File: config.mk
export PLATFORM = sky130hd
export DESIGN_NAME = uart_core
export DESIGN_NICKNAME = d
export VERILOG_FILES = /design/src/hdl/uart_buffer_pkg.sv /design/src/hdl/uart_line_pkg.sv /design/src/hdl/uart_core.sv /design/src/hdl/uart_rx_deserializer.sv /design/src/hdl/uart_tx_serializer.sv /design/src/hdl/byte_fifo.sv
export SDC_FILE = /design/constraint.sdc
export NUM_CORES = 1
export LEC_CHECK = 0
export BUFFER_PORTS_ARGS = -buffer_cell sky130_fd_sc_hd__clkbuf_2
export CORE_MARGIN = 5
export CORE_UTILIZATION = 35
export CTS_BUF_LIST = sky130_fd_sc_hd__clkbuf_8 sky130_fd_sc_hd__clkbuf_16
export CTS_CLUSTER_DIAMETER = 200
export CTS_CLUSTER_SIZE = 40
export DETAILED_ROUTE_END_ITERATION = 16
export PLACE_DENSITY = 0.58
export SETUP_SLACK_MARGIN = 0.2
export SLEW_MARGIN = 20
export SYNTH_ARGS = -nofsm -noshare
export SYNTH_HDL_FRONTEND = slang
export SYNTH_HIERARCHICAL = 1
export SYNTH_SLANG_ARGS = --single-unit
File: constraint.sdc
create_clock -name i_clk -period 3.68 [get_ports i_clk]
set_input_delay 0.92 -clock i_clk [delete_from_list [all_inputs] [get_ports i_clk]]
set_output_delay 0.92 -clock i_clk [all_outputs]
set_load 0.05 [all_outputs]
File: src/hdl/uart_buffer_pkg.sv
// ==============================
// FIFO depth constants
// Pointer and occupancy types
// ==============================
`default_nettype none

package uart_buffer_pkg;

    // Entries per FIFO, same for transmit and receive
    localparam int FIFO_DEPTH = 16;
    // Pointer width, wraps naturally at FIFO_DEPTH
    localparam int FIFO_PTR_W = 4;

    // Read and write pointers
    typedef logic [FIFO_PTR_W-1:0] fifo_ptr_t;

    // Occupancy, one extra bit to hold a full count
    typedef logic [FIFO_PTR_W:0] fifo_count_t;

endpackage

`default_nettype wire

File: src/hdl/uart_line_pkg.sv
// ==============================
// Line format constants, byte and counter types
// Serializer and deserializer state encodings
// ==============================
`default_nettype none

package uart_line_pkg;

    // ==============================
    // Line timing
    // ==============================

    // Clocks per bit period, kept small for simulation
    localparam int CLKS_PER_BIT = 12;
    // Start edge to start-bit centre, filter delay taken off
    localparam int HALF_BIT = 2;

    // ==============================
    // Frame format
    // ==============================

    localparam int DATA_BITS = 8;
    // Stop time in whole bit periods
    localparam int STOP_BITS = 2;

    // Input conditioning depths
    localparam int CTS_SYNC_STAGES = 3;
    localparam int RXD_FILTER_STAGES = 5;

    // Data byte on the line and in the FIFOs
    typedef logic [DATA_BITS-1:0] uart_byte_t;
    // Clock count inside one bit period
    typedef logic [$clog2(CLKS_PER_BIT)-1:0] bit_timer_t;
    // Data bit position, also reused for stop periods
    typedef logic [2:0] bit_index_t;

    typedef enum logic [1:0]
    {
        TX_IDLE,
        TX_START,
        TX_DATA,
        TX_STOP
    } tx_state_t;

    typedef enum logic [2:0]
    {
        RX_IDLE,
        RX_HUNT,
        RX_START_MID,
        RX_DATA,
        RX_STOP
    } rx_state_t;

endpackage

`default_nettype wire
File: src/hdl/uart_core.sv
// ==============================
// UART core top level
// TX FIFO, serializer, deserializer, RX FIFO
// ==============================
`timescale 1ns/1ps
`default_nettype none

module uart_core
    import uart_line_pkg::*;
(
    input  wire        i_clk,
    input  wire        i_arst_n,
    // Transmit byte input
    input  uart_byte_t i_tx_data,
    input  wire        i_tx_valid,
    output logic       o_tx_ready,
    // Receive byte output
    output uart_byte_t o_rx_data,
    output logic       o_rx_valid,
    input  wire        i_rx_ready,
    // Serial line and flow control
    output logic       o_uart_txd,
    input  wire        i_uart_rxd,
    input  wire        i_uart_cts_n,
    output logic       o_uart_rts_n
);

    // Transmit FIFO head to serializer
    uart_byte_t tx_head_data;
    logic       tx_head_valid;
    logic       tx_take;

    // Deserializer to receive FIFO
    uart_byte_t rx_byte_data;
    logic       rx_byte_valid;
    logic       rx_space;

    // ==============================
    // Transmit path
    // ==============================
    byte_fifo u_tx_fifo (
        .i_clk       (i_clk),
        .i_arst_n    (i_arst_n),
        .i_in_data   (i_tx_data),
        .i_in_valid  (i_tx_valid),
        .o_in_ready  (o_tx_ready),
        .o_out_data  (tx_head_data),
        .o_out_valid (tx_head_valid),
        .i_out_ready (tx_take)
    );

    uart_tx_serializer u_tx_serializer (
        .i_clk        (i_clk),
        .i_arst_n     (i_arst_n),
        .i_byte       (tx_head_data),
        .i_byte_valid (tx_head_valid),
        .o_byte_ready (tx_take),
        .i_cts_n      (i_uart_cts_n),
        .o_txd        (o_uart_txd)
    );

    // ==============================
    // Receive path
    // ==============================

    // RTS follows receive FIFO room
    uart_rx_deserializer u_rx_deserializer (
        .i_clk        (i_clk),
        .i_arst_n     (i_arst_n),
        .i_rxd        (i_uart_rxd),
        .i_space      (rx_space),
        .o_byte       (rx_byte_data),
        .o_byte_valid (rx_byte_valid),
        .o_rts_n      (o_uart_rts_n)
    );

    byte_fifo u_rx_fifo (
        .i_clk       (i_clk),
        .i_arst_n    (i_arst_n),
        .i_in_data   (rx_byte_data),
        .i_in_valid  (rx_byte_valid),
        .o_in_ready  (rx_space),
        .o_out_data  (o_rx_data),
        .o_out_valid (o_rx_valid),
        .i_out_ready (i_rx_ready)
    );

endmodule

`default_nettype wire

File: src/hdl/uart_rx_deserializer.sv
// ==============================
// Receive deserializer with line filter
// Start detect, mid-bit sampling, RTS control
// ==============================
`timescale 1ns/1ps
`default_nettype none

module uart_rx_deserializer
    import uart_line_pkg::*;
(
    input  wire        i_clk,
    input  wire        i_arst_n,
    // Line side
    input  wire        i_rxd,
    // Room in the receive FIFO
    input  wire        i_space,
    // Assembled byte, valid for one cycle
    output uart_byte_t o_byte,
    output logic       o_byte_valid,
    output logic       o_rts_n
);

    // Newest sample at bit 0
    logic [RXD_FILTER_STAGES-1:0] rxd_hist;

    rx_state_t  state;
    bit_timer_t timer;
    bit_index_t bit_idx;
    uart_byte_t shift_q;

    logic       rx_start;
    logic       bit_end;

    // ==============================
    // Line history and start detect
    // ==============================

    // Idle line is high, so reset to marks
    always_ff @(posedge i_clk or negedge i_arst_n)
    begin
        if (!i_arst_n)
        begin
            rxd_hist <= '1;
        end
        else
        begin
            rxd_hist <= {rxd_hist[RXD_FILTER_STAGES-2:0], i_rxd};
        end
    end

    // Two old highs then two new lows
    // a single-cycle glitch never matches
    assign rx_start = (rxd_hist[RXD_FILTER_STAGES-1 -: 2] == 2'b11)
                   && (rxd_hist[1:0] == 2'b00);

    assign bit_end = timer == bit_timer_t'(CLKS_PER_BIT - 1);

    // Byte shows straight from the shift register
    assign o_byte = shift_q;

    // Data sampled at bit centres, LSB arrives first
    always_ff @(posedge i_clk)
    begin
        if (state == RX_DATA && bit_end)
        begin
            shift_q <= {rxd_hist[0], shift_q[DATA_BITS-1:1]};
        end
    end

    // ==============================
    // Receive state machine
    // ==============================
    always_ff @(posedge i_clk or negedge i_arst_n)
    begin
        if (!i_arst_n)
        begin
            state        <= RX_IDLE;
            timer        <= '0;
            bit_idx      <= '0;
            o_byte_valid <= 1'b0;
            o_rts_n      <= 1'b1;
        end
        else
        begin
            o_byte_valid <= 1'b0;
            case (state)
                // Wait for FIFO room
                // skip the cycle that pushes the last byte
                RX_IDLE:
                begin
                    o_rts_n <= !i_space;
                    timer   <= '0;
                    bit_idx <= '0;
                    if (i_space && !o_byte_valid)
                    begin
                        state <= RX_HUNT;
                    end
                end

                RX_HUNT:
                begin
                    o_rts_n <= 1'b0;
                    if (rx_start)
                    begin
                        timer <= '0;
                        state <= RX_START_MID;
                    end
                end

                // Walk to the start-bit centre
                RX_START_MID:
                begin
                    timer <= timer + bit_timer_t'(1);
                    if (timer == bit_timer_t'(HALF_BIT))
                    begin
                        timer <= '0;
                        state <= RX_DATA;
                    end
                end

                // One full period between samples
                RX_DATA:
                begin
                    timer <= bit_end ? '0 : timer + bit_timer_t'(1);
                    if (bit_end)
                    begin
                        bit_idx <= bit_idx + bit_index_t'(1);
                        if (bit_idx == bit_index_t'(DATA_BITS - 1))
                        begin
                            state <= RX_STOP;
                        end
                    end
                end

                // Byte handed over at the first stop-bit centre
                RX_STOP:
                begin
                    timer <= bit_end ? '0 : timer + bit_timer_t'(1);
                    if (bit_end)
                    begin
                        o_byte_valid <= 1'b1;
                        state        <= RX_IDLE;
                    end
                end

                default:
                begin
                    state <= RX_IDLE;
                end
            endcase
        end
    end

    // FIFO room checked at frame start must still hold at delivery
    a_push_has_room: assert property (
        @(posedge i_clk) disable iff (!i_arst_n)
        $rose(o_byte_valid) |-> i_space
    ) else $error("received byte with receive FIFO full");

endmodule

`default_nettype wire

File: src/hdl/uart_tx_serializer.sv
// ==============================
// Transmit serializer with CTS synchronizer
// Bit timer and frame state machine
// ==============================
`timescale 1ns/1ps
`default_nettype none

module uart_tx_serializer
    import uart_line_pkg::*;
(
    input  wire        i_clk,
    input  wire        i_arst_n,
    // Byte from the transmit FIFO
    input  uart_byte_t i_byte,
    input  wire        i_byte_valid,
    output logic       o_byte_ready,
    // Line side
    input  wire        i_cts_n,
    output logic       o_txd
);

    logic [CTS_SYNC_STAGES-1:0] cts_sync;

    tx_state_t  state;
    bit_timer_t timer;
    bit_index_t bit_idx;
    // Outgoing bits, LSB at the bottom
    uart_byte_t shift_q;

    logic       bit_end;

    // ==============================
    // Clear-to-send synchronizer
    // ==============================

    // Resets to deasserted so nothing leaves before CTS is seen
    always_ff @(posedge i_clk or negedge i_arst_n)
    begin
        if (!i_arst_n)
        begin
            cts_sync <= '1;
        end
        else
        begin
            cts_sync <= {cts_sync[CTS_SYNC_STAGES-2:0], i_cts_n};
        end
    end

    // Take only between frames, with all stages showing CTS asserted
    assign o_byte_ready = (state == TX_IDLE) && (cts_sync == '0);

    // Last clock of the current bit period
    assign bit_end = timer == bit_timer_t'(CLKS_PER_BIT - 1);

    // Byte latched at the take edge
    always_ff @(posedge i_clk)
    begin
        if (i_byte_valid && o_byte_ready)
        begin
            shift_q <= i_byte;
        end
        else if (state == TX_DATA && bit_end)
        begin
            shift_q <= shift_q >> 1;
        end
    end

    // ==============================
    // Frame state machine
    // ==============================
    always_ff @(posedge i_clk or negedge i_arst_n)
    begin
        if (!i_arst_n)
        begin
            state   <= TX_IDLE;
            timer   <= '0;
            bit_idx <= '0;
            o_txd   <= 1'b1;
        end
        else
        begin
            case (state)
                TX_IDLE:
                begin
                    o_txd   <= 1'b1;
                    timer   <= '0;
                    bit_idx <= '0;
                    if (i_byte_valid && o_byte_ready)
                    begin
                        state <= TX_START;
                    end
                end

                // Start bit, low for one period
                TX_START:
                begin
                    o_txd <= 1'b0;
                    timer <= bit_end ? '0 : timer + bit_timer_t'(1);
                    if (bit_end)
                    begin
                        state <= TX_DATA;
                    end
                end

                // Data bits, LSB first
                TX_DATA:
                begin
                    o_txd <= shift_q[0];
                    timer <= bit_end ? '0 : timer + bit_timer_t'(1);
                    if (bit_end)
                    begin
                        bit_idx <= bit_idx + bit_index_t'(1);
                        if (bit_idx == bit_index_t'(DATA_BITS - 1))
                        begin
                            bit_idx <= '0;
                            state   <= TX_STOP;
                        end
                    end
                end

                // Stop time, bit_idx counts whole periods
                TX_STOP:
                begin
                    o_txd <= 1'b1;
                    timer <= bit_end ? '0 : timer + bit_timer_t'(1);
                    if (bit_end)
                    begin
                        bit_idx <= bit_idx + bit_index_t'(1);
                        if (bit_idx == bit_index_t'(STOP_BITS - 1))
                        begin
                            state <= TX_IDLE;
                        end
                    end
                end

                default:
                begin
                    o_txd <= 1'b1;
                    state <= TX_IDLE;
                end
            endcase
        end
    end

    // Line must rest high whenever no frame is active
    a_idle_mark: assert property (
        @(posedge i_clk) disable iff (!i_arst_n)
        state == TX_IDLE |-> o_txd
    ) else $error("txd low while serializer idle");

endmodule

`default_nettype wire

File: src/hdl/byte_fifo.sv
// ==============================
// Show-ahead byte FIFO, valid/ready on both sides
// Occupancy and output stability assertions
// ==============================
`timescale 1ns/1ps
`default_nettype none

module byte_fifo
    import uart_line_pkg::*;
    import uart_buffer_pkg::*;
(
    input  wire        i_clk,
    input  wire        i_arst_n,
    // Write side
    input  uart_byte_t i_in_data,
    input  wire        i_in_valid,
    output logic       o_in_ready,
    // Read side, head entry shown ahead
    output uart_byte_t o_out_data,
    output logic       o_out_valid,
    input  wire        i_out_ready
);

    // Storage, no reset on payload
    uart_byte_t  mem [FIFO_DEPTH];

    fifo_ptr_t   wr_ptr;
    fifo_ptr_t   rd_ptr;
    fifo_count_t count;

    logic        wr_en;
    logic        rd_en;

    // ==============================
    // Flags from occupancy only
    // ==============================
    assign o_in_ready  = count < fifo_count_t'(FIFO_DEPTH);
    assign o_out_valid = count != '0;

    // Oldest entry, same cycle
    assign o_out_data  = mem[rd_ptr];

    assign wr_en = i_in_valid && o_in_ready;
    assign rd_en = o_out_valid && i_out_ready;

    always_ff @(posedge i_clk)
    begin
        if (wr_en)
        begin
            mem[wr_ptr] <= i_in_data;
        end
    end

    // Pointers and count
    always_ff @(posedge i_clk or negedge i_arst_n)
    begin
        if (!i_arst_n)
        begin
            wr_ptr <= '0;
            rd_ptr <= '0;
            count  <= '0;
        end
        else
        begin
            if (wr_en)
            begin
                wr_ptr <= wr_ptr + fifo_ptr_t'(1);
            end
            if (rd_en)
            begin
                rd_ptr <= rd_ptr + fifo_ptr_t'(1);
            end
            // Push and pop together keep the count
            case ({wr_en, rd_en})
                2'b10:   count <= count + fifo_count_t'(1);
                2'b01:   count <= count - fifo_count_t'(1);
                default: count <= count;
            endcase
        end
    end

    // ==============================
    // Assertions
    // ==============================

    // Never more entries than storage
    a_count_bound: assert property (
        @(posedge i_clk) disable iff (!i_arst_n)
        count <= fifo_count_t'(FIFO_DEPTH)
    ) else $error("byte_fifo count above depth");

    // Held head must not change under a stall, even with a push behind it
    a_head_stable: assert property (
        @(posedge i_clk) disable iff (!i_arst_n)
        o_out_valid && !i_out_ready |=> $stable(o_out_data)
    ) else $error("byte_fifo head changed while stalled");

endmodule

`default_nettype wire

==> results of run 1 <==
-- state kept, by name (all words and copies together), names as in the netlist --
name / cells
u_rx_deserializer/o_rts_n: 1
u_tx_fifo/mem: 128
u_rx_fifo/count: 5
u_rx_deserializer/rxd_hist: 5
u_rx_fifo/mem: 128
u_tx_fifo/wr_ptr: 4
u_rx_fifo/wr_ptr: 4
u_tx_serializer/cts_sync: 3
u_tx_serializer/o_txd: 1
u_rx_fifo/rd_ptr: 4
u_rx_deserializer/timer: 4
u_rx_deserializer/o_byte_valid: 1
u_rx_deserializer/state: 3
u_tx_serializer/shift_q: 8
u_rx_deserializer/o_byte: 8
u_tx_fifo/count: 5
u_tx_serializer/timer: 4
u_tx_fifo/rd_ptr: 4
u_tx_serializer/state: 2
u_tx_serializer/bit_idx: 3
u_rx_deserializer/bit_idx: 3
-- worst reg2reg max path, stage by stage, from the launching register on --
cell and delay (ns):
sky130_fd_sc_hd__dfrtp_1 0.43, sky130_fd_sc_hd__inv_1 0.15, sky130_fd_sc_hd__ha_1 0.30, sky130_fd_sc_hd__and2_1 0.21, sky130_fd_sc_hd__and2_1 0.30, sky130_fd_sc_hd__ha_1 0.29
sky130_fd_sc_hd__inv_1 0.10, sky130_fd_sc_hd__fa_1 0.40, sky130_fd_sc_hd__nor2b_1 0.12, sky130_fd_sc_hd__o21ai_0 0.10, sky130_fd_sc_hd__nand3_1 0.09, sky130_fd_sc_hd__or3b_1 0.36
sky130_fd_sc_hd__xnor2_1 0.13
-- layout make-up --
class                           count  share of cell area
Inverter                           26            0.006597
Clock inverter                      7            0.003552
Multi-Input combinational cell    433              0.2552
Clock buffer                       13             0.02199
Tap cell                          518             0.04381
Timing Repair Buffer               45             0.02055
Sequential cell                   328              0.6481
Antenna cell                        1           0.0001692
-- logic make-up (layout without fill, tap and decap cells) --
kind of cell / Yosys count / in the layout / synth area share
flops: 328 / 328 / 0.6977
simple gates: 141 / 141 / 0.05521
compound gates: 126 / 126 / 0.06077
mux: 113 / 113 / 0.1149
buf+inv: 62 / 91 / 0.02779
fa+ha+maj: 32 / 32 / 0.03025
xor+xnor: 21 / 21 / 0.01339
other cells: 0 / 1 / 0
-- synth_stat cells, types with 3 or more instances --
library cell and n:
sky130_fd_sc_hd__mux2_4 3, sky130_fd_sc_hd__xor2_1 6, sky130_fd_sc_hd__nor2_1 12, sky130_fd_sc_hd__nor3b_1 4, sky130_fd_sc_hd__dfstp_2 10, sky130_fd_sc_hd__a221oi_1 16, sky130_fd_sc_hd__a21oi_1 28, sky130_fd_sc_hd__nand3_1 6
sky130_fd_sc_hd__nand2_1 44, sky130_fd_sc_hd__a22oi_1 16, sky130_fd_sc_hd__buf_2 12, sky130_fd_sc_hd__o21ai_1 3, sky130_fd_sc_hd__inv_1 26, sky130_fd_sc_hd__dfrtp_1 46, sky130_fd_sc_hd__clkbuf_1 8, sky130_fd_sc_hd__nor3_1 8
sky130_fd_sc_hd__mux2i_1 53, sky130_fd_sc_hd__edfxtp_1 272, sky130_fd_sc_hd__nor2b_1 9, sky130_fd_sc_hd__and2_1 37, sky130_fd_sc_hd__buf_6 13, sky130_fd_sc_hd__xnor2_1 15, sky130_fd_sc_hd__a22o_1 4, sky130_fd_sc_hd__and3_1 5
sky130_fd_sc_hd__mux4_2 32, sky130_fd_sc_hd__o21ai_0 44, sky130_fd_sc_hd__a21o_1 3, sky130_fd_sc_hd__ha_1 30, sky130_fd_sc_hd__mux2_2 25
-- timing repair --
action                                  CTS  global route
cloned                                    0             0
setup buffers                             0             8
endpoints found under the setup margin    8             8
pin swaps                                 0             0
gates resized for setup                   2             1
-- routing by layer --
layer | global-route usage | up-vias | share of wire
li1 | - | 3184 | -
met1 | 0.1649 | 3480 | 0.46
met2 | 0.2031 | 109 | 0.49
met3 | 0.01582 | 24 | 0.031
met4 | 0.02310 | 0 | 0.019
met5 | 0 | - | 0
-- power by group --
group          internal, mW  switching (mW)  leakage (nW)
Sequential             4.36           0.337          3.13
Clock                 0.667            1.07         0.204
Combinational          1.41            1.92          1.84
-- final timing paths --
path	end	slack (ns)	depth (start not counted)
min in group asynchronous	u_tx_fifo/count[3]	0.33	1
worst max-delay path	o_rx_data[0]	0.34	7
worst min-delay path	u_rx_deserializer/rxd_hist[1]	0.32	0
max in group asynchronous	u_tx_serializer/state[1]	2.60	2
worst min register to register	u_rx_deserializer/rxd_hist[1]	0.32	0
worst max register to register	u_tx_fifo/count[4]	0.65	12
==> impl.org, run 1 <==
** Outcome
- The flow ran to the end, and the final reports show no timing, DRC or antenna violations.

** Global route
- The first global-routing pass estimated 40.82 mm of wire.
- Entering global routing, the biggest net connects 52 pins.
- Number of global-route vias before repair :: 6930
- For this run the aggregate overflow at the end of global routing stands at 0.
- Antenna violations before repair :: 0
- Total track usage :: 0.1188

** Setup path
- Crit Path Class :: reg2out
- STA classifies the critical path startpoint as a flop.
- Crit path launch :: u_rx_fifo/rd_ptr[0]
- Crit path max-delay cell type :: sky130_fd_sc_hd__dfrtp_4
- Together, buffers and inverters on the worst path number 2.
- RR Startpoint :: u_tx_serializer/state[1]
- Along the worst path, the maximum fanout reaches 14.
- Cell breakdown of the critical path :: buf_4 > mux2_2 > o21ai_0 > a21oi_1 > o21ai_0 > nand2_1 > clkbuf_2
- Data required time of the critical path :: 2.76 ns
- Arrival time of data at the critical path endpoint :: 2.42 ns
- On the worst path, the slowest cell contributes a delay of 0.60 ns.
- Setup crit end kind :: output pin
- The most numerous cell type found on the critical path is sky130_fd_sc_hd__o21ai_0.
- Largest delay contributor family on the critical path :: flip-flops

** STA
- Dividing the final minimum period by the clock period gives 0.9064.
- Final max-slew violation count :: 0
- Final critical delay including setup and external delays :: 3.336 ns
- Between clock sinks in the finished design, the worst skew comes to 0.05007 ns.
- The number of failing hold endpoints at the final stage came to 0.
- Final hold analysis gives a worst-case slack of 0.3223 ns.
- Actual transition at the worst max-transition pin :: 0.7299 ns
- The worst pin sits at a relative slew slack of 0.5107.
- Accumulated negative setup slack :: 0 ns
- Number of failing setup endpoints in the final timing report :: 0
- Once routing completed, OpenROAD measured the worst setup slack at 0.3445 ns.
- Maximum clock frequency :: 299.8 MHz
- Setup repair after global routing could not meet its margin everywhere.

** Yosys
- Top cell type by total area after synthesis :: sky130_fd_sc_hd__edfxtp_1
- The share of the Yosys chip area taken by registers is 0.6977.
- The cell area that synthesis handed to floorplanning was 0.01373 sq mm.
- Fraction of synthesized cell area taken by the top area cell type :: 0.5948
- Top post-synthesis cells by area :: sky130_fd_sc_hd__edfxtp_1, sky130_fd_sc_hd__dfrtp_1, sky130_fd_sc_hd__mux4_2
- Number of library cell types mapped by synthesis :: 56
- Synthesized flop and latch total :: 328
- Number of synthesized flops with an enable pin :: 272
- In the synthesized netlist the dominant register cell turns out to be sky130_fd_sc_hd__edfxtp_1.
- Share of flip-flops with an asynchronous set or reset :: 0.1707
- The cell count after synthesis came out at 823.
- The average instance in the mapped netlist occupies 16.69 sq um.
- The number of nets in the synthesized netlist is 869.
- Warnings, synthesis :: 6

** Routing
- Once detail routing completed, the nets flagged for antenna violations numbered 0.
- Drt total wl :: 26.15 mm
- Vias :: 6797
- After detailed routing, the number of remaining DRC violations is 0.
- The first detailed-routing pass took 4 iterations.
- The first routing iteration left 472 violations.
- After detailed routing, the average wire length per cell comes to 19.07 um.
- Via count normalized by instance count :: 4.958

** Finish
- Across the whole layout, storage elements account for 0.009588 sq mm.
- In the layout the commonest cells are sky130_fd_sc_hd__edfxtp_1, sky130_fd_sc_hd__mux2i_1, sky130_fd_sc_hd__nand2_1, sky130_fd_sc_hd__o21ai_0, sky130_fd_sc_hd__dfrtp_1.
- Fraction of layout cells with a size suffix above 1 :: 0.1702
- Non-Filler Instances :: 1371
- Once layout is complete, the utilization of the core stands at 0.3819.
- Area occupied by multi-input gates :: 0.003775 sq mm
- Most common library cell in the layout ignoring fill and taps :: sky130_fd_sc_hd__edfxtp_1
- Final design instance area without fill :: 0.01479 sq mm
- The area growth from synthesis to layout is 7.717%.
- # fillers :: 3580
- Number of nets in the finished design :: 892

** CTS
- Clock insertion delay at the later pin of the skew report :: 0.51 ns
- TritonCTS Buffers :: 12
- TritonCTS clock tree :: built
- The clock net in this run drives a total of 328 sinks.
- After clock tree synthesis, the clock-pin slew on the worst setup and hold paths is 0.14 ns.
- No sink is reached through more buffers than the 3 on the longest clock path.
- Root Buffer Master :: sky130_fd_sc_hd__clkbuf_16
- Hold buffer count at CTS :: 0
- CTS built an H-tree with a depth of 1.

** Floorplanning
- 26 I/O pins were placed.
- Chip width :: 208.1 um
- The floorplan has 72 rows.
- Floorplan Core Area :: 0.03874 sq mm
- The floorplan step defined a die boundary enclosing 0.04330 sq mm.
- The initial utilization of the core area, before any placement, comes to 0.3545.
- From bottom edge to top edge, the die measures 208.1 um.

** Flow run
- The tool flagged a number of max-cap violations equal to 0.

** Place
- Dpl ws :: 0.6129 ns
- Detailed-placement wirelength estimate :: 16.98 mm
- Final RePlAce weighted congestion :: 0.7654
- DP Cell Count :: 1342
- Port buffer count :: 25
- In this run the cell area measured after placement is 0.01435 sq mm.

** Min path
- The startpoint identified for the worst hold timing path is u_rx_deserializer/rxd_hist[0].
- The worst hold path belongs to the class reg2reg.

** Power
- Power after layout :: 9.762 mW
- Peak supply drop :: 399.7 uV
- Dividing total power by cell area gives a power density of 659.9 mW/mm^2.
- In this run the static leakage power is 5.170 nW.
Power figures use the tool's default switching activity.
==> inputs of run 2 (changes only) <==
--- a/config.mk
+++ b/config.mk
@@ -17,5 +17,4 @@
 export SLEW_MARGIN = 20
 export SYNTH_ARGS = -nofsm -noshare
 export SYNTH_HDL_FRONTEND = slang
-export SYNTH_HIERARCHICAL = 1
 export SYNTH_SLANG_ARGS = --single-unit
==> run 2 against run 1 <==
Fmax shrank 2.3%. Global-route usage fell by 0.95 points. Total power decreased by 3.7%. First-iteration DRC count down 30%. Die area fell by 1.5%.
==> impl.org, run 2 <==
** Floorplanning
- The number of placement rows came to 72 (unchanged).
- The I/O pin count was 26 (unchanged).
- Vert. Die Dim :: 206.5 um (was 208.1 um)
- Starting density of the core :: 0.3514 (was 0.3545)
- The die span in x came to 206.5 um (was 208.1 um).
- Floorplan Core Area :: 0.03847 sq mm (was 0.03874 sq mm)
- Die area :: 0.04265 sq mm (was 0.04330 sq mm)

** CTS
- Clock insertion delay at the later pin of the skew report :: 0.52 ns (was 0.51 ns)
- The number of clock buffers inserted by TritonCTS came to 12 (unchanged).
- The clock tree from TritonCTS is built (unchanged).
- Root Buffer Master :: sky130_fd_sc_hd__clkbuf_16 (unchanged)
- Clock sink total :: 328 (unchanged)
- The buffer depth of the longest clock path came to 3 (unchanged).
- The clock slew seen by the registers of the worst setup and hold paths came to 0.14 ns (about the same).
- Maximum level of the CTS H-tree :: 1 (unchanged)

** Finish
- The fraction of layout cells with a size suffix above 1 is 0.1831 (was 0.1702).
- Commonest cells after routing, fill and taps aside :: sky130_fd_sc_hd__edfxtp_1, sky130_fd_sc_hd__dfrtp_1, sky130_fd_sc_hd__mux4_2 (was sky130_fd_sc_hd__edfxtp_1, sky130_fd_sc_hd__mux2i_1, sky130_fd_sc_hd__nand2_1, sky130_fd_sc_hd__o21ai_0, sky130_fd_sc_hd__dfrtp_1)
- Area added between synthesis and finish :: 9.515% (was 7.717%)
- Antenna diodes :: 0 (was 1)
- Post-Route Utilization :: 0.3849 (was 0.3819)
- Most common library cell in the layout ignoring fill and taps :: sky130_fd_sc_hd__edfxtp_1 (unchanged)
- The net count reported at finish came to 809 (was 892).
- Largest regs :: u_rx_fifo.mem: 128 flops, u_tx_fifo.mem: 128 flops (was u_rx_fifo/mem: 128 flops, u_tx_fifo/mem: 128 flops)

** Yosys
- Leading cell type by number of instances after synthesis :: sky130_fd_sc_hd__edfxtp_1 (unchanged)
- Top post-synthesis cells by area :: sky130_fd_sc_hd__edfxtp_1, sky130_fd_sc_hd__dfrtp_1, sky130_fd_sc_hd__mux4_2 (unchanged)
- The area share of the largest cell type after synthesis is 0.6042 (was 0.5948).
- The number of cells produced by synthesis is 725 (was 823).
- The most used flip-flop cell after synthesis was sky130_fd_sc_hd__edfxtp_1 (unchanged).
- The count of state elements after synthesis was 328 (unchanged).
- Syn Std Cell Area :: 0.01352 sq mm (was 0.01373 sq mm)
- Number of synthesized flops with an enable pin :: 272 (unchanged)
- The count of different cell masters after synthesis came to 55 (was 56).
- The async set-or-reset flop fraction in the synthesized netlist came to 0.1707 (unchanged).
- The synthesized net count was 770 (was 869).
- Syn_area_per_cell :: 18.65 sq um (was 16.69 sq um)
- Portion of the post-synthesis area used by sequential elements :: 0.7088 (was 0.6977)
- The synthesis warning total is 0 (was 6).
- The cell type with the largest total area after synthesis was sky130_fd_sc_hd__edfxtp_1 (unchanged).
- Leading cell types by count after synthesis: sky130_fd_sc_hd__edfxtp_1, sky130_fd_sc_hd__dfrtp_1, sky130_fd_sc_hd__mux4_2 (was sky130_fd_sc_hd__edfxtp_1, sky130_fd_sc_hd__mux2i_1, sky130_fd_sc_hd__dfrtp_1).

** STA
- Worst relative slew slack :: 0.2888 (was 0.5107)
- The slew at the pin closest to its max-slew limit came to 1.067 ns (was 0.7299 ns).
- RSZ-0062 raised after global routing: true (unchanged).
- The number of failing hold endpoints at the final stage is 0 (unchanged).
- The final sum of negative setup slack is 0 ns (unchanged).
- Post-Route Skew :: 0.06580 ns (was 0.05007 ns)
- The period utilization was 0.9279 (was 0.9064).
- Number of failing setup endpoints in the final timing report :: 0 (unchanged)
- The highest clock rate was 292.8 MHz (was 299.8 MHz).
- Final max-slew violation count :: 0 (unchanged)
- The clock period minus final worst setup slack is 3.415 ns (was 3.336 ns).

** Global route
- The wire length of the first global-routing pass came to 36.59 mm (was 40.82 mm).
- The number of global-route vias before repair is 6282 (was 6930).
- Total track usage :: 0.1093 (was 0.1188)
- The sum of overflow across all layers after global routing came to 0 (unchanged).
- Pin count of the biggest net entering global routing :: 44 (was 52)
- Antenna violations before repair :: 1 (was 0)

** Setup path
- Crit Path Class :: reg2out (unchanged)
- Length in cells of the worst reg-to-reg path :: 11 (was 12)
- Critical register-to-register path endpoint :: u_tx_fifo.count[4] (was u_tx_fifo/count[4])
- The worst endpoint required time came to 2.76 ns (about the same).
- Worst setup path endpoint :: o_rx_data[1] (was o_rx_data[0])
- The count of buffer and inverter cells on the critical path came to 2 (unchanged).
- RR Startpoint :: u_tx_fifo.count[1] (was u_tx_serializer/state[1])
- Slack of the worst reg-to-reg path :: 0.86 ns (was 0.65 ns)
- Launching element type of the critical path :: flop (unchanged)
- The type of element capturing the critical path is an output pin (unchanged).
- The total number of cells along the worst setup path was 4 (was 7).
- Slowest cell delay on critical path :: 0.56 ns (was 0.60 ns)
- The slowest cell on the critical path is sky130_fd_sc_hd__mux4_1 (was sky130_fd_sc_hd__dfrtp_4).
- The worst path arrival time is 2.49 ns (was 2.42 ns).
- The family with the most delay on the worst path is multiplexers (was flip-flops).
- Crit path launch :: u_rx_fifo.rd_ptr[0] (was u_rx_fifo/rd_ptr[0])
- The largest fanout on the critical path is 8 (was 14).
- Cell breakdown of the critical path :: buf_8 > mux4_1 > mux4_2 > buf_4 (was buf_4 > mux2_2 > o21ai_0 > a21oi_1 > o21ai_0 > nand2_1 > clkbuf_2)

** Flow run
- Max capacitance violation total :: 0 (unchanged)

** Routing
- The routed wire length per instance was 18.32 um (was 19.07 um).
- Starting DRT DRC Count :: 329 (was 472)
- The average via count per standard cell came to 4.836 (was 4.958).
- The remaining routing DRC violations is 0 (unchanged).
- Drt total wl :: 23.59 mm (was 26.15 mm)
- Number of antenna-violating nets in the routed design :: 0 (unchanged)
- Vias :: 6229 (was 6797)
- Detailed-router iteration count before antenna repair :: 4 (unchanged)

** Power
- The leakage power total was 5.066 nW (was 5.170 nW).
- The post-layout total power was 9.403 mW (was 9.762 mW).
- Peak supply drop :: 301.5 uV (was 399.7 uV)
- The power per standard cell area came to 635.1 mW/mm^2 (was 659.9 mW/mm^2).

** Min path
- The path type of the worst min-delay path is reg2reg (unchanged).

** Place
- The placed wire-length estimate is 15.91 mm (was 16.98 mm).
- The port buffer count came to 25 (unchanged).
- Final RePlAce weighted congestion :: 0.7497 (was 0.7654)

** Outcome
- Run status: finished, final reports clean (unchanged).
==> run 2: cell types whose count changed in the layout (fill, tap and decap cells not counted), moves of 9 or more <==
cell / delta
sky130_fd_sc_hd__a21oi_1: -13
sky130_fd_sc_hd__a221oi_1: -16
sky130_fd_sc_hd__a22oi_1: -15
sky130_fd_sc_hd__and2_1: -35
sky130_fd_sc_hd__buf_4: +15
sky130_fd_sc_hd__clkbuf_2: -9
sky130_fd_sc_hd__mux2_2: -15
sky130_fd_sc_hd__mux2i_1: -37
sky130_fd_sc_hd__mux4_1: +29
sky130_fd_sc_hd__mux4_2: +11
sky130_fd_sc_hd__nor2_1: +28
sky130_fd_sc_hd__o21ai_0: -28
==> run 2: worst min path at each step <==
stage / from / endpoint / slack (ns) / cells past startpoint
after detailed placement: u_rx_deserializer.rxd_hist[2] / u_rx_deserializer.rxd_hist[3] / 0.35 / 0
final: u_rx_deserializer.rxd_hist[2] / u_rx_deserializer.rxd_hist[3] / 0.37 / 0
after global routing: u_rx_deserializer.rxd_hist[2] / u_rx_deserializer.rxd_hist[3] / 0.38 / 0
after CTS: u_rx_deserializer.rxd_hist[2] / u_rx_deserializer.rxd_hist[3] / 0.37 / 0
after floorplan: u_rx_deserializer.rxd_hist[2] / u_rx_deserializer.rxd_hist[3] / 0.35 / 0
after global placement: u_rx_deserializer.rxd_hist[2] / u_rx_deserializer.rxd_hist[3] / 0.35 / 0
==> run 2: logic make-up after synthesis <==
family | synth area share
adders and majority gates | 0.02925
buffers and inverters | 0.02129
AOI/OAI and AO/OA | 0.03249
and+or+nand+nor | 0.04415
xor gates and xnor gates | 0.01555
muxes | 0.1485
DFF | 0.7088
==> run 2: what timing repair did <==
item / in CTS / in global routing
hold buffers: 0 / 0
resized for setup: 7 / 20
setup endpoints to repair: 8 / 8
cloned: 0 / 1
buffers inserted: 2 / 1
==> run 2: worst reg2reg max path: cells and delay by family, from the launching register on <==
kind	cells	cell delay [ns]
flip-flops	1	0.48
adder cells (fa/ha/maj)	2	0.52
AO/OA/AOI/OAI	3	0.45
AND/OR/NAND/NOR	2	0.59
buffers and inverters	2	0.38
XOR/XNOR	2	0.31
==> run 2: final cells by class <==
cell class | instances | area (sq um)
sequential | 328 | 9587
inverter | 22 | 82.58
clock inverter | 7 | 52.55
clock buffer | 13 | 325.3
fill | 3492 | 23660
timing repair buffer | 58 | 464.2
multi-input combinational | 342 | 3645
tap | 518 | 648.1
==> run 2: per-layer routing <==
layer / share of wire / track usage / vias to the layer above / routed length (um)
met2: 0.50 / 0.1871 / 90 / 11810
li1: - / - / 2916 / -
met4: 0.012 / 0.01592 / 2 / 294
met5: 0.00055 / 0 / - / 13
met3: 0.035 / 0.01553 / 16 / 821
met1: 0.45 / 0.1529 / 3205 / 10660
==> run 2: power by group <==
| part | switching, mW | internal, mW |
|---|---|---|
| clock | 1.06 | 0.667 |
| sequential | 0.434 | 4.30 |
| combinational | 1.43 | 1.50 |
==> run 2: through the flow <==
stage | instances | setup slack [ns] | area [sq um] | hold slack, ns
final | 1288 | 0.2653 | 14800 | 0.3692
after global routing | 1288 | 0.1834 | 14800 | 0.3754
after CTS | 1286 | 0.1734 | 14740 | 0.3670
after detailed placement | 1264 | 0.5328 | 14330 | 0.3501
after global placement | 1264 | 0.5743 | 14330 | 0.3478
after floorplan | 725 | 0.9504 | 13520 | 0.3452
